**config.mk**
```make
export PLATFORM = sky130hd
export DESIGN_NAME = ecfg_top
export DESIGN_NICKNAME = d
export VERILOG_FILES = /design/src/source/ecfg_pkg.sv /design/src/source/ecfg_top.sv /design/src/source/ecfg_readback.sv /design/src/source/ecfg_io_regs.sv /design/src/source/ecfg_link_regs.sv
export SDC_FILE = /design/constraint.sdc
export NUM_CORES = 1
export LEC_CHECK = 0
export ABC_AREA = 1
export BUFFER_PORTS_ARGS = -buffer_cell sky130_fd_sc_hd__buf_2
export CORE_ASPECT_RATIO = 2
export CORE_MARGIN = 2
export CORE_UTILIZATION = 35
export DETAILED_ROUTE_END_ITERATION = 7
export PLACE_DENSITY = 0.64
export SKIP_CTS_REPAIR_TIMING = 1
export SYNTH_ARGS = -nofsm -noshare
export SYNTH_HDL_FRONTEND = slang
export SYNTH_SLANG_ARGS = --single-unit
export TNS_END_PERCENT = 30
```
**constraint.sdc**
```tcl
create_clock -name mi_clk -period 3.7 [get_ports mi_clk]
set_input_delay 0.555 -clock mi_clk [delete_from_list [all_inputs] [get_ports mi_clk]]
set_output_delay 0.555 -clock mi_clk [all_outputs]
set_load 0.01 [all_outputs]
```
**src/source/ecfg_pkg.sv**
```systemverilog
`default_nettype none

package ecfg_pkg;

   // ########################################################################
   // register map, word indices on mi_addr[RFAW-1:2]
   // ########################################################################
   localparam int unsigned REG_SYSRESET   = 0;  // software reset
   localparam int unsigned REG_SYSCFGTX   = 1;
   localparam int unsigned REG_SYSCFGRX   = 2;
   localparam int unsigned REG_SYSCFGCLK  = 3;
   localparam int unsigned REG_SYSCOREID  = 4;
   localparam int unsigned REG_SYSVERSION = 5;  // read only
   localparam int unsigned REG_SYSDATAIN  = 6;  // read only, sampled pins
   localparam int unsigned REG_SYSDATAOUT = 7;

   // ########################################################################
   // field widths
   // ########################################################################
   localparam int unsigned WORD_W   = 32;
   localparam int unsigned GPIO_W   = 11;  // rd_wait, wr_wait, frame, data[7:0]
   localparam int unsigned NIBBLE_W = 4;
   localparam int unsigned CFGTX_W  = 12;
   localparam int unsigned CFGRX_W  = 5;
   localparam int unsigned CFGCLK_W = 8;

   // host bus data
   typedef logic [WORD_W-1:0] cfg_word_t;

   // pin vector, msb first: rd_wait, wr_wait, frame, data
   typedef logic [GPIO_W-1:0] gpio_t;

   // ctrl mode, dividers, pll setting
   typedef logic [NIBBLE_W-1:0] nibble_t;

   // raw register contents
   typedef logic [CFGTX_W-1:0]  cfgtx_t;
   typedef logic [CFGRX_W-1:0]  cfgrx_t;
   typedef logic [CFGCLK_W-1:0] cfgclk_t;

endpackage

`default_nettype wire
```
**src/source/ecfg_top.sv**
```systemverilog
`default_nettype none

module ecfg_top #(
   parameter ecfg_pkg::cfg_word_t E_VERSION  = 32'h0000_0000,  // gen:plat:type:rev
   parameter int                  IDW        = 12,
   parameter int                  RFAW       = 12,
   parameter logic [IDW-1:0]      DEF_COREID = 12'h808
) (
   // host memory port
   input  wire                      mi_clk,
   input  wire                      hw_reset,
   input  wire                      mi_en,
   input  wire                      mi_we,             // full words only
   input  wire [RFAW-1:0]           mi_addr,           // byte address
   input  wire ecfg_pkg::cfg_word_t mi_din,
   input  wire ecfg_pkg::gpio_t     ecfg_datain,
   output ecfg_pkg::cfg_word_t      mi_dout,
   // reset
   output logic                     ecfg_sw_reset,
   output logic                     ecfg_reset,
   // tx
   output logic                     ecfg_tx_enable,
   output logic                     ecfg_tx_mmu_mode,
   output logic                     ecfg_tx_gpio_mode,
   output ecfg_pkg::nibble_t        ecfg_tx_ctrl_mode,
   output ecfg_pkg::nibble_t        ecfg_tx_clkdiv,
   // rx
   output logic                     ecfg_rx_enable,
   output logic                     ecfg_rx_mmu_mode,
   output logic                     ecfg_rx_gpio_mode,
   output logic                     ecfg_rx_loopback_mode,
   // cclk
   output logic                     ecfg_cclk_en,
   output ecfg_pkg::nibble_t        ecfg_cclk_div,
   output ecfg_pkg::nibble_t        ecfg_cclk_pllcfg,
   // id and pins
   output logic [IDW-1:0]           ecfg_coreid,
   output ecfg_pkg::gpio_t          ecfg_dataout
);

   // raw register contents for readback
   ecfg_pkg::cfgtx_t  cfgtx;
   ecfg_pkg::cfgrx_t  cfgrx;
   ecfg_pkg::cfgclk_t cfgclk;
   ecfg_pkg::gpio_t   datain_q;

   // ########################################################################
   // link group: reset, tx, rx
   // ########################################################################
   ecfg_link_regs #(
      .RFAW (RFAW)
   ) u_link_regs (
      .mi_clk                (mi_clk),
      .hw_reset              (hw_reset),
      .mi_en                 (mi_en),
      .mi_we                 (mi_we),
      .mi_addr               (mi_addr),
      .mi_din                (mi_din),
      .ecfg_sw_reset         (ecfg_sw_reset),
      .ecfg_reset            (ecfg_reset),
      .ecfg_tx_enable        (ecfg_tx_enable),
      .ecfg_tx_mmu_mode      (ecfg_tx_mmu_mode),
      .ecfg_tx_gpio_mode     (ecfg_tx_gpio_mode),
      .ecfg_tx_ctrl_mode     (ecfg_tx_ctrl_mode),
      .ecfg_tx_clkdiv        (ecfg_tx_clkdiv),
      .ecfg_rx_enable        (ecfg_rx_enable),
      .ecfg_rx_mmu_mode      (ecfg_rx_mmu_mode),
      .ecfg_rx_gpio_mode     (ecfg_rx_gpio_mode),
      .ecfg_rx_loopback_mode (ecfg_rx_loopback_mode),
      .cfgtx                 (cfgtx),
      .cfgrx                 (cfgrx)
   );

   // ########################################################################
   // io group: clock, core id, pins
   // ########################################################################
   ecfg_io_regs #(
      .RFAW       (RFAW),
      .IDW        (IDW),
      .DEF_COREID (DEF_COREID)
   ) u_io_regs (
      .mi_clk           (mi_clk),
      .hw_reset         (hw_reset),
      .mi_en            (mi_en),
      .mi_we            (mi_we),
      .mi_addr          (mi_addr),
      .mi_din           (mi_din),
      .ecfg_datain      (ecfg_datain),
      .ecfg_cclk_en     (ecfg_cclk_en),
      .ecfg_cclk_div    (ecfg_cclk_div),
      .ecfg_cclk_pllcfg (ecfg_cclk_pllcfg),
      .ecfg_coreid      (ecfg_coreid),
      .ecfg_dataout     (ecfg_dataout),
      .cfgclk           (cfgclk),
      .datain_q         (datain_q)
   );

   // ########################################################################
   // readback mux
   // ########################################################################
   ecfg_readback #(
      .RFAW      (RFAW),
      .IDW       (IDW),
      .E_VERSION (E_VERSION)
   ) u_readback (
      .mi_clk       (mi_clk),
      .hw_reset     (hw_reset),
      .mi_en        (mi_en),
      .mi_we        (mi_we),
      .mi_addr      (mi_addr),
      .sw_reset_bit (ecfg_sw_reset),  // register bit, not the ORed reset
      .cfgtx        (cfgtx),
      .cfgrx        (cfgrx),
      .cfgclk       (cfgclk),
      .coreid       (ecfg_coreid),
      .datain_q     (datain_q),
      .dataout_q    (ecfg_dataout),
      .mi_dout      (mi_dout)
   );

endmodule

`default_nettype wire

```
**src/source/ecfg_readback.sv**
```systemverilog
`default_nettype none

module ecfg_readback #(
   parameter int                  RFAW      = 12,
   parameter int                  IDW       = 12,
   parameter ecfg_pkg::cfg_word_t E_VERSION = 32'h0000_0000
) (
   input  wire                    mi_clk,
   input  wire                    hw_reset,
   input  wire                    mi_en,
   input  wire                    mi_we,
   input  wire [RFAW-1:0]         mi_addr,
   input  wire                    sw_reset_bit,
   input  wire ecfg_pkg::cfgtx_t  cfgtx,
   input  wire ecfg_pkg::cfgrx_t  cfgrx,
   input  wire ecfg_pkg::cfgclk_t cfgclk,
   input  wire [IDW-1:0]          coreid,
   input  wire ecfg_pkg::gpio_t   datain_q,
   input  wire ecfg_pkg::gpio_t   dataout_q,
   output ecfg_pkg::cfg_word_t    mi_dout
);

   logic [31:0]         word_idx;
   logic                rd_en;
   ecfg_pkg::cfg_word_t rd_mux;  // selected register, zero-extended

   assign word_idx = 32'(mi_addr[RFAW-1:2]);
   assign rd_en    = mi_en & ~mi_we;

   // ########################################################################
   // read select
   // ########################################################################
   always_comb begin
      case (word_idx)
         ecfg_pkg::REG_SYSRESET:
            rd_mux = {{(ecfg_pkg::WORD_W-1){1'b0}}, sw_reset_bit};
         ecfg_pkg::REG_SYSCFGTX:
            rd_mux = {{(ecfg_pkg::WORD_W-ecfg_pkg::CFGTX_W){1'b0}}, cfgtx};
         ecfg_pkg::REG_SYSCFGRX:
            rd_mux = {{(ecfg_pkg::WORD_W-ecfg_pkg::CFGRX_W){1'b0}}, cfgrx};
         ecfg_pkg::REG_SYSCFGCLK:
            rd_mux = {{(ecfg_pkg::WORD_W-ecfg_pkg::CFGCLK_W){1'b0}}, cfgclk};
         ecfg_pkg::REG_SYSCOREID:
            rd_mux = {{(ecfg_pkg::WORD_W-IDW){1'b0}}, coreid};
         ecfg_pkg::REG_SYSVERSION:
            rd_mux = E_VERSION;
         ecfg_pkg::REG_SYSDATAIN:
            rd_mux = {{(ecfg_pkg::WORD_W-ecfg_pkg::GPIO_W){1'b0}}, datain_q};
         ecfg_pkg::REG_SYSDATAOUT:
            rd_mux = {{(ecfg_pkg::WORD_W-ecfg_pkg::GPIO_W){1'b0}}, dataout_q};
         default:
            rd_mux = '0;  // unmapped
      endcase
   end

   // ########################################################################
   // pipelined readback
   // ########################################################################
   // data is valid the cycle after the read strobe, held otherwise
   always_ff @(posedge mi_clk) begin
      if (hw_reset) begin
         mi_dout <= '0;
      end else if (rd_en) begin
         mi_dout <= rd_mux;
      end
   end

endmodule

`default_nettype wire

```
**src/source/ecfg_io_regs.sv**
```systemverilog
`default_nettype none

module ecfg_io_regs #(
   parameter int             RFAW       = 12,
   parameter int             IDW        = 12,
   parameter logic [IDW-1:0] DEF_COREID = 12'h808
) (
   input  wire                      mi_clk,
   input  wire                      hw_reset,
   input  wire                      mi_en,
   input  wire                      mi_we,
   input  wire [RFAW-1:0]           mi_addr,
   input  wire ecfg_pkg::cfg_word_t mi_din,
   input  wire ecfg_pkg::gpio_t     ecfg_datain,
   output logic                     ecfg_cclk_en,
   output ecfg_pkg::nibble_t        ecfg_cclk_div,
   output ecfg_pkg::nibble_t        ecfg_cclk_pllcfg,
   output logic [IDW-1:0]           ecfg_coreid,
   output ecfg_pkg::gpio_t          ecfg_dataout,
   output ecfg_pkg::cfgclk_t        cfgclk,
   output ecfg_pkg::gpio_t          datain_q
);

   logic [31:0] word_idx;
   logic        wr_en;
   logic        cfgclk_wr;
   logic        coreid_wr;
   logic        dataout_wr;

   // ########################################################################
   // write decode
   // ########################################################################
   assign word_idx   = 32'(mi_addr[RFAW-1:2]);  // byte address to word index
   assign wr_en      = mi_en & mi_we;

   assign cfgclk_wr  = wr_en & (word_idx == ecfg_pkg::REG_SYSCFGCLK);
   assign coreid_wr  = wr_en & (word_idx == ecfg_pkg::REG_SYSCOREID);
   assign dataout_wr = wr_en & (word_idx == ecfg_pkg::REG_SYSDATAOUT);

   // ########################################################################
   // SYSCFGCLK
   // ########################################################################
   always_ff @(posedge mi_clk) begin
      if (hw_reset) begin
         cfgclk <= '0;
      end else if (cfgclk_wr) begin
         cfgclk <= mi_din[ecfg_pkg::CFGCLK_W-1:0];
      end
   end

   assign ecfg_cclk_div    = cfgclk[3:0];
   assign ecfg_cclk_pllcfg = cfgclk[7:4];
   assign ecfg_cclk_en     = |cfgclk[3:0];  // divider 0 means clock off

   // ########################################################################
   // SYSCOREID
   // ########################################################################
   always_ff @(posedge mi_clk) begin
      if (hw_reset) begin
         ecfg_coreid <= DEF_COREID;  // row/column of this link
      end else if (coreid_wr) begin
         ecfg_coreid <= mi_din[IDW-1:0];
      end
   end

   // ########################################################################
   // SYSDATAOUT / SYSDATAIN
   // ########################################################################
   always_ff @(posedge mi_clk) begin
      if (hw_reset) begin
         ecfg_dataout <= '0;
      end else if (dataout_wr) begin
         ecfg_dataout <= mi_din[ecfg_pkg::GPIO_W-1:0];
      end
   end

   // pins sampled every cycle
   always_ff @(posedge mi_clk) begin
      datain_q <= ecfg_datain;
   end

endmodule

`default_nettype wire

```
**src/source/ecfg_link_regs.sv**
```systemverilog
`default_nettype none

module ecfg_link_regs #(
   parameter int RFAW = 12
) (
   input  wire                      mi_clk,
   input  wire                      hw_reset,
   input  wire                      mi_en,
   input  wire                      mi_we,
   input  wire [RFAW-1:0]           mi_addr,
   input  wire ecfg_pkg::cfg_word_t mi_din,
   output logic                     ecfg_sw_reset,
   output logic                     ecfg_reset,
   output logic                     ecfg_tx_enable,
   output logic                     ecfg_tx_mmu_mode,
   output logic                     ecfg_tx_gpio_mode,
   output ecfg_pkg::nibble_t        ecfg_tx_ctrl_mode,
   output ecfg_pkg::nibble_t        ecfg_tx_clkdiv,
   output logic                     ecfg_rx_enable,
   output logic                     ecfg_rx_mmu_mode,
   output logic                     ecfg_rx_gpio_mode,
   output logic                     ecfg_rx_loopback_mode,
   output ecfg_pkg::cfgtx_t         cfgtx,
   output ecfg_pkg::cfgrx_t         cfgrx
);

   logic [31:0] word_idx;  // zero-extended word index
   logic        wr_en;
   logic        reset_wr;
   logic        cfgtx_wr;
   logic        cfgrx_wr;

   // ########################################################################
   // write decode
   // ########################################################################
   assign word_idx = 32'(mi_addr[RFAW-1:2]);
   assign wr_en    = mi_en & mi_we;

   assign reset_wr = wr_en & (word_idx == ecfg_pkg::REG_SYSRESET);
   assign cfgtx_wr = wr_en & (word_idx == ecfg_pkg::REG_SYSCFGTX);
   assign cfgrx_wr = wr_en & (word_idx == ecfg_pkg::REG_SYSCFGRX);

   // ########################################################################
   // SYSRESET
   // ########################################################################
   always_ff @(posedge mi_clk) begin
      if (hw_reset) begin
         ecfg_sw_reset <= 1'b0;
      end else if (reset_wr) begin
         ecfg_sw_reset <= mi_din[0];
      end
   end

   // hw reset passes straight through, no extra cycle
   assign ecfg_reset = hw_reset | ecfg_sw_reset;

   // ########################################################################
   // SYSCFGTX
   // ########################################################################
   always_ff @(posedge mi_clk) begin
      if (hw_reset) begin
         cfgtx <= '0;
      end else if (cfgtx_wr) begin
         cfgtx <= mi_din[ecfg_pkg::CFGTX_W-1:0];
      end
   end

   assign ecfg_tx_enable    = cfgtx[0];
   assign ecfg_tx_mmu_mode  = cfgtx[1];
   assign ecfg_tx_gpio_mode = (cfgtx[3:2] == 2'b01);  // pins forced to constants
   assign ecfg_tx_ctrl_mode = cfgtx[7:4];             // emesh ctrlmode tag
   assign ecfg_tx_clkdiv    = cfgtx[11:8];

   // ########################################################################
   // SYSCFGRX
   // ########################################################################
   always_ff @(posedge mi_clk) begin
      if (hw_reset) begin
         cfgrx <= '0;
      end else if (cfgrx_wr) begin
         cfgrx <= mi_din[ecfg_pkg::CFGRX_W-1:0];
      end
   end

   // bit 4 is the monitor bit, kept for readback only
   assign ecfg_rx_enable        = cfgrx[0];
   assign ecfg_rx_mmu_mode      = cfgrx[1];
   assign ecfg_rx_gpio_mode     = (cfgrx[3:2] == 2'b01);
   assign ecfg_rx_loopback_mode = (cfgrx[3:2] == 2'b10);  // tx looped to rx after serdes

endmodule

`default_nettype wire

```
==> out/metrics.yaml <==
run_status:
  outcome: "finished, final reports clean"
global_route:
  overflow: 0
  grt_pass1_vias: 2918
  grt_pass1_wl_mm: 14.79
  grt_usage: 0.1929
  grt_max_degree: 50
  antenna_found_initial: 0
cts:
  cts_htree_levels: 3
  cts_root_buf: "clkbuf_16"
  cts_tree: "done"
  clock-sinks: 72
  clk_latency_ns: 0.34
  cts.clk_slew.worst_paths_ns: 0.05
  numCtsBuffers: 9
  cts_buffer_depth: 2
drt:
  vias: 3086
  wl_per_cell_um: 15.56
  drt_iter0_markers: 242
  drtPass1Iterations: 4
  detail-route-antenna-nets: 0
  route.detailed.drc: 0
  drt-total-wl_mm: 9.786
  via_per_inst: 4.906
hold_path:
  min_path_cells: 1
  hold_start: "ecfg_datain[8]"
  hold_path.class: "in -> reg"
  hold_path_end: "u_io_regs.datain_q[8]$_DFF_P_"
worst_setup_path:
  cpLargestDelayFamily: "simple AND/OR/NAND/NOR gates"
  crit_path_end_kind: "flip-flop"
  cp.required_ns: 3.91
  cp_max_fo: 24
  rr_endpoint: "u_readback.mi_dout[1]$_SDFFE_PP0P_"
  worstPathArrival_ns: 2.33
  cp.depth: 7
  ff2ff_path_depth: 6
  path_class: "in -> reg"
  setup.worst_path.start_class: "input port"
  r2r_slack_ns: 2.68
  critical_path_buf_inv_count: 1
  cp_slowest_stage_delay_ns: 0.53
  cpMaxStageDelayCell: "nand3_2"
  crit_chain: "buf_2 > nor2_1 > nand2_2 > nor2_4 > nand3_2 > o21ai_0 > a21oi_1"
  regToRegStartpoint: "u_io_regs.ecfg_dataout[1]$_SDFFE_PP0P_"
power:
  power.density_nw_per_um2: 426.6
  peakVddDrop_mv: 0.2276
  p_leak_nw: 1.769
sta:
  finalMaxSlewViolations: 0
  tns_ns: 0
  max_freq_mhz: 470.7
  holdWs_ns: 0.3195
  finalClockSkew_ns: 0.006337
  fin_ws_ns: 1.575
  post-route-min-period_ns: 2.125
  worst_slew_pin_slew_ns: 0.6756
  relSlewSlack: 0.5483
  grt_setup_unrepaired: "no"
  post-route-period-util: 0.5742
  setup_violations: 0
  hold_violations: 0
placement:
  portBuffers: 97
  placed_cell_area_um2: 3665
  gp_routability_congestion: 0.8055
  pre_cts_slack_ns: 1.277
  place_inst: 615
  dpl.hpwl_mm: 7.413
synthesis:
  synth_area_um2: 3289
  synth.top_cell.area_share: 0.4382
  netlist_top_cells_area: "dfxtp_1 44%, nand3_1 9.0%, a21oi_1 8.7%"
  syn_inst: 441
  postSynthAreaPerCell_um2: 7.459
  synth_flop_cell: "dfxtp_1"
  synth_cell_types: 25
  async_reset_ff_frac: 0
  netlist.top_cell.by_area: "dfxtp_1"
  synth_commonest_cells: "72 x dfxtp_1, 59 x nand3_1, 57 x a21oi_1, 55 x inv_1, 51 x o21ai_0"
  yosys_register_bits: 72
  yosys_warnings: 0
  synth-seq-area-share: 0.4382
  synth-edff-count: 0
  yosysMostFrequentCell: "dfxtp_1"
layout:
  diodes: 0
  area_growth_pct: 19.74
  design_area_um2: 3939
  drive_above_1_share: 0.2495
  nets: 581
  fin_cells: 629
floorplanning:
  io-pin-count: 140
  die_w_um: 72.55
  die_area_um2: 10240
  rows: 50
  core_um2: 9259
  die_h_um: 141.1
  start_util: 0.3553
job:
  max_cap_violations: 0
==> layer usage <==
metal / track usage / vias to the layer above / part of all wire
met5: 0 / - / 0
met4: 0.1140 / 0 / 0.044
met2: 0.3598 / 108 / 0.55
met1: 0.1860 / 1398 / 0.35
met3: 0.03860 / 24 / 0.055
li1: - / 1556 / -
==> area by class of cell <==
class | count | area, um^2
multi-input cells | 277 | 1341
clock buffers | 14 | 274.0
well taps | 104 | 130.1
flip-flops and latches | 72 | 1441
fillers | 1000 | 5320
repair buffers | 103 | 530.5
inverters | 59 | 221.5
==> state kept, by name, summed over array words and instances (netlist names) <==
name,cells
u_link_regs.cfgtx,12
u_io_regs.datain_q,11
u_readback.mi_dout,12
u_io_regs.cfgclk,8
u_io_regs.ecfg_coreid,12
u_link_regs.ecfg_sw_reset,1
u_io_regs.ecfg_dataout,11
u_link_regs.cfgrx,5
==> placed cells by master, fill, tap and decap left out <==
cell type,n
conb_1,20
buf_2,97
nor2_1,16
o21ai_1,10
nor2_4,4
clkbuf_8,3
clkinv_1,1
nand4_1,3
nand2_2,2
o21ai_0,51
a21oi_1,57
buf_4,6
clkbuf_16,9
o21a_2,1
nor3_1,1
dfxtp_1,72
inv_2,3
nand2_1,47
nor2_2,1
a21oi_2,2
nand3_2,3
nand3_1,59
clkbuf_1,2
inv_1,55
==> how the worst max path moves through the flow <==
stage,start,endpoint,slack [ns]
final,mi_addr[7],u_link_regs.cfgtx[9]$_SDFFE_PP0P_,1.58
after floorplan,mi_addr[7],u_io_regs.ecfg_coreid[10]$_SDFFE_PP0P_,2.12
after CTS,mi_addr[9],u_link_regs.cfgtx[9]$_SDFFE_PP0P_,1.60
after global routing,mi_addr[9],u_link_regs.cfgtx[1]$_SDFFE_PP0P_,1.39
after detailed placement,mi_addr[9],u_link_regs.cfgtx[1]$_SDFFE_PP0P_,1.28
after global placement,mi_addr[7],u_link_regs.cfgtx[1]$_SDFFE_PP0P_,1.34
==> power by group <==
part	leakage (nW)	switching, mW	internal (mW)
logic	1.05	0.0630	0.0249
clock network	0.135	0.306	0.501
registers	0.584	0.00230	0.783
total	1.77	0.371	1.31
==> through the flow <==
step                      power (mW)  utilization
after detailed placement      0.8892       0.3958
after floorplan               0.8635            -
final                          1.680       0.4254
after global routing           1.720       0.4254
after global placement        0.8877       0.3958
after CTS                      1.687       0.4254
==> cells by family after synthesis <==
logic type / count (synthesis) / synth area share
flip-flops: 72 / 0.4382
other: 1 / 0.001140
buffers and inverters: 111 / 0.1757
AND/OR/NAND/NOR: 136 / 0.1974
AO/OA/AOI/OAI: 121 / 0.1875
No activity file was read; power rests on OpenSTA's default activity.
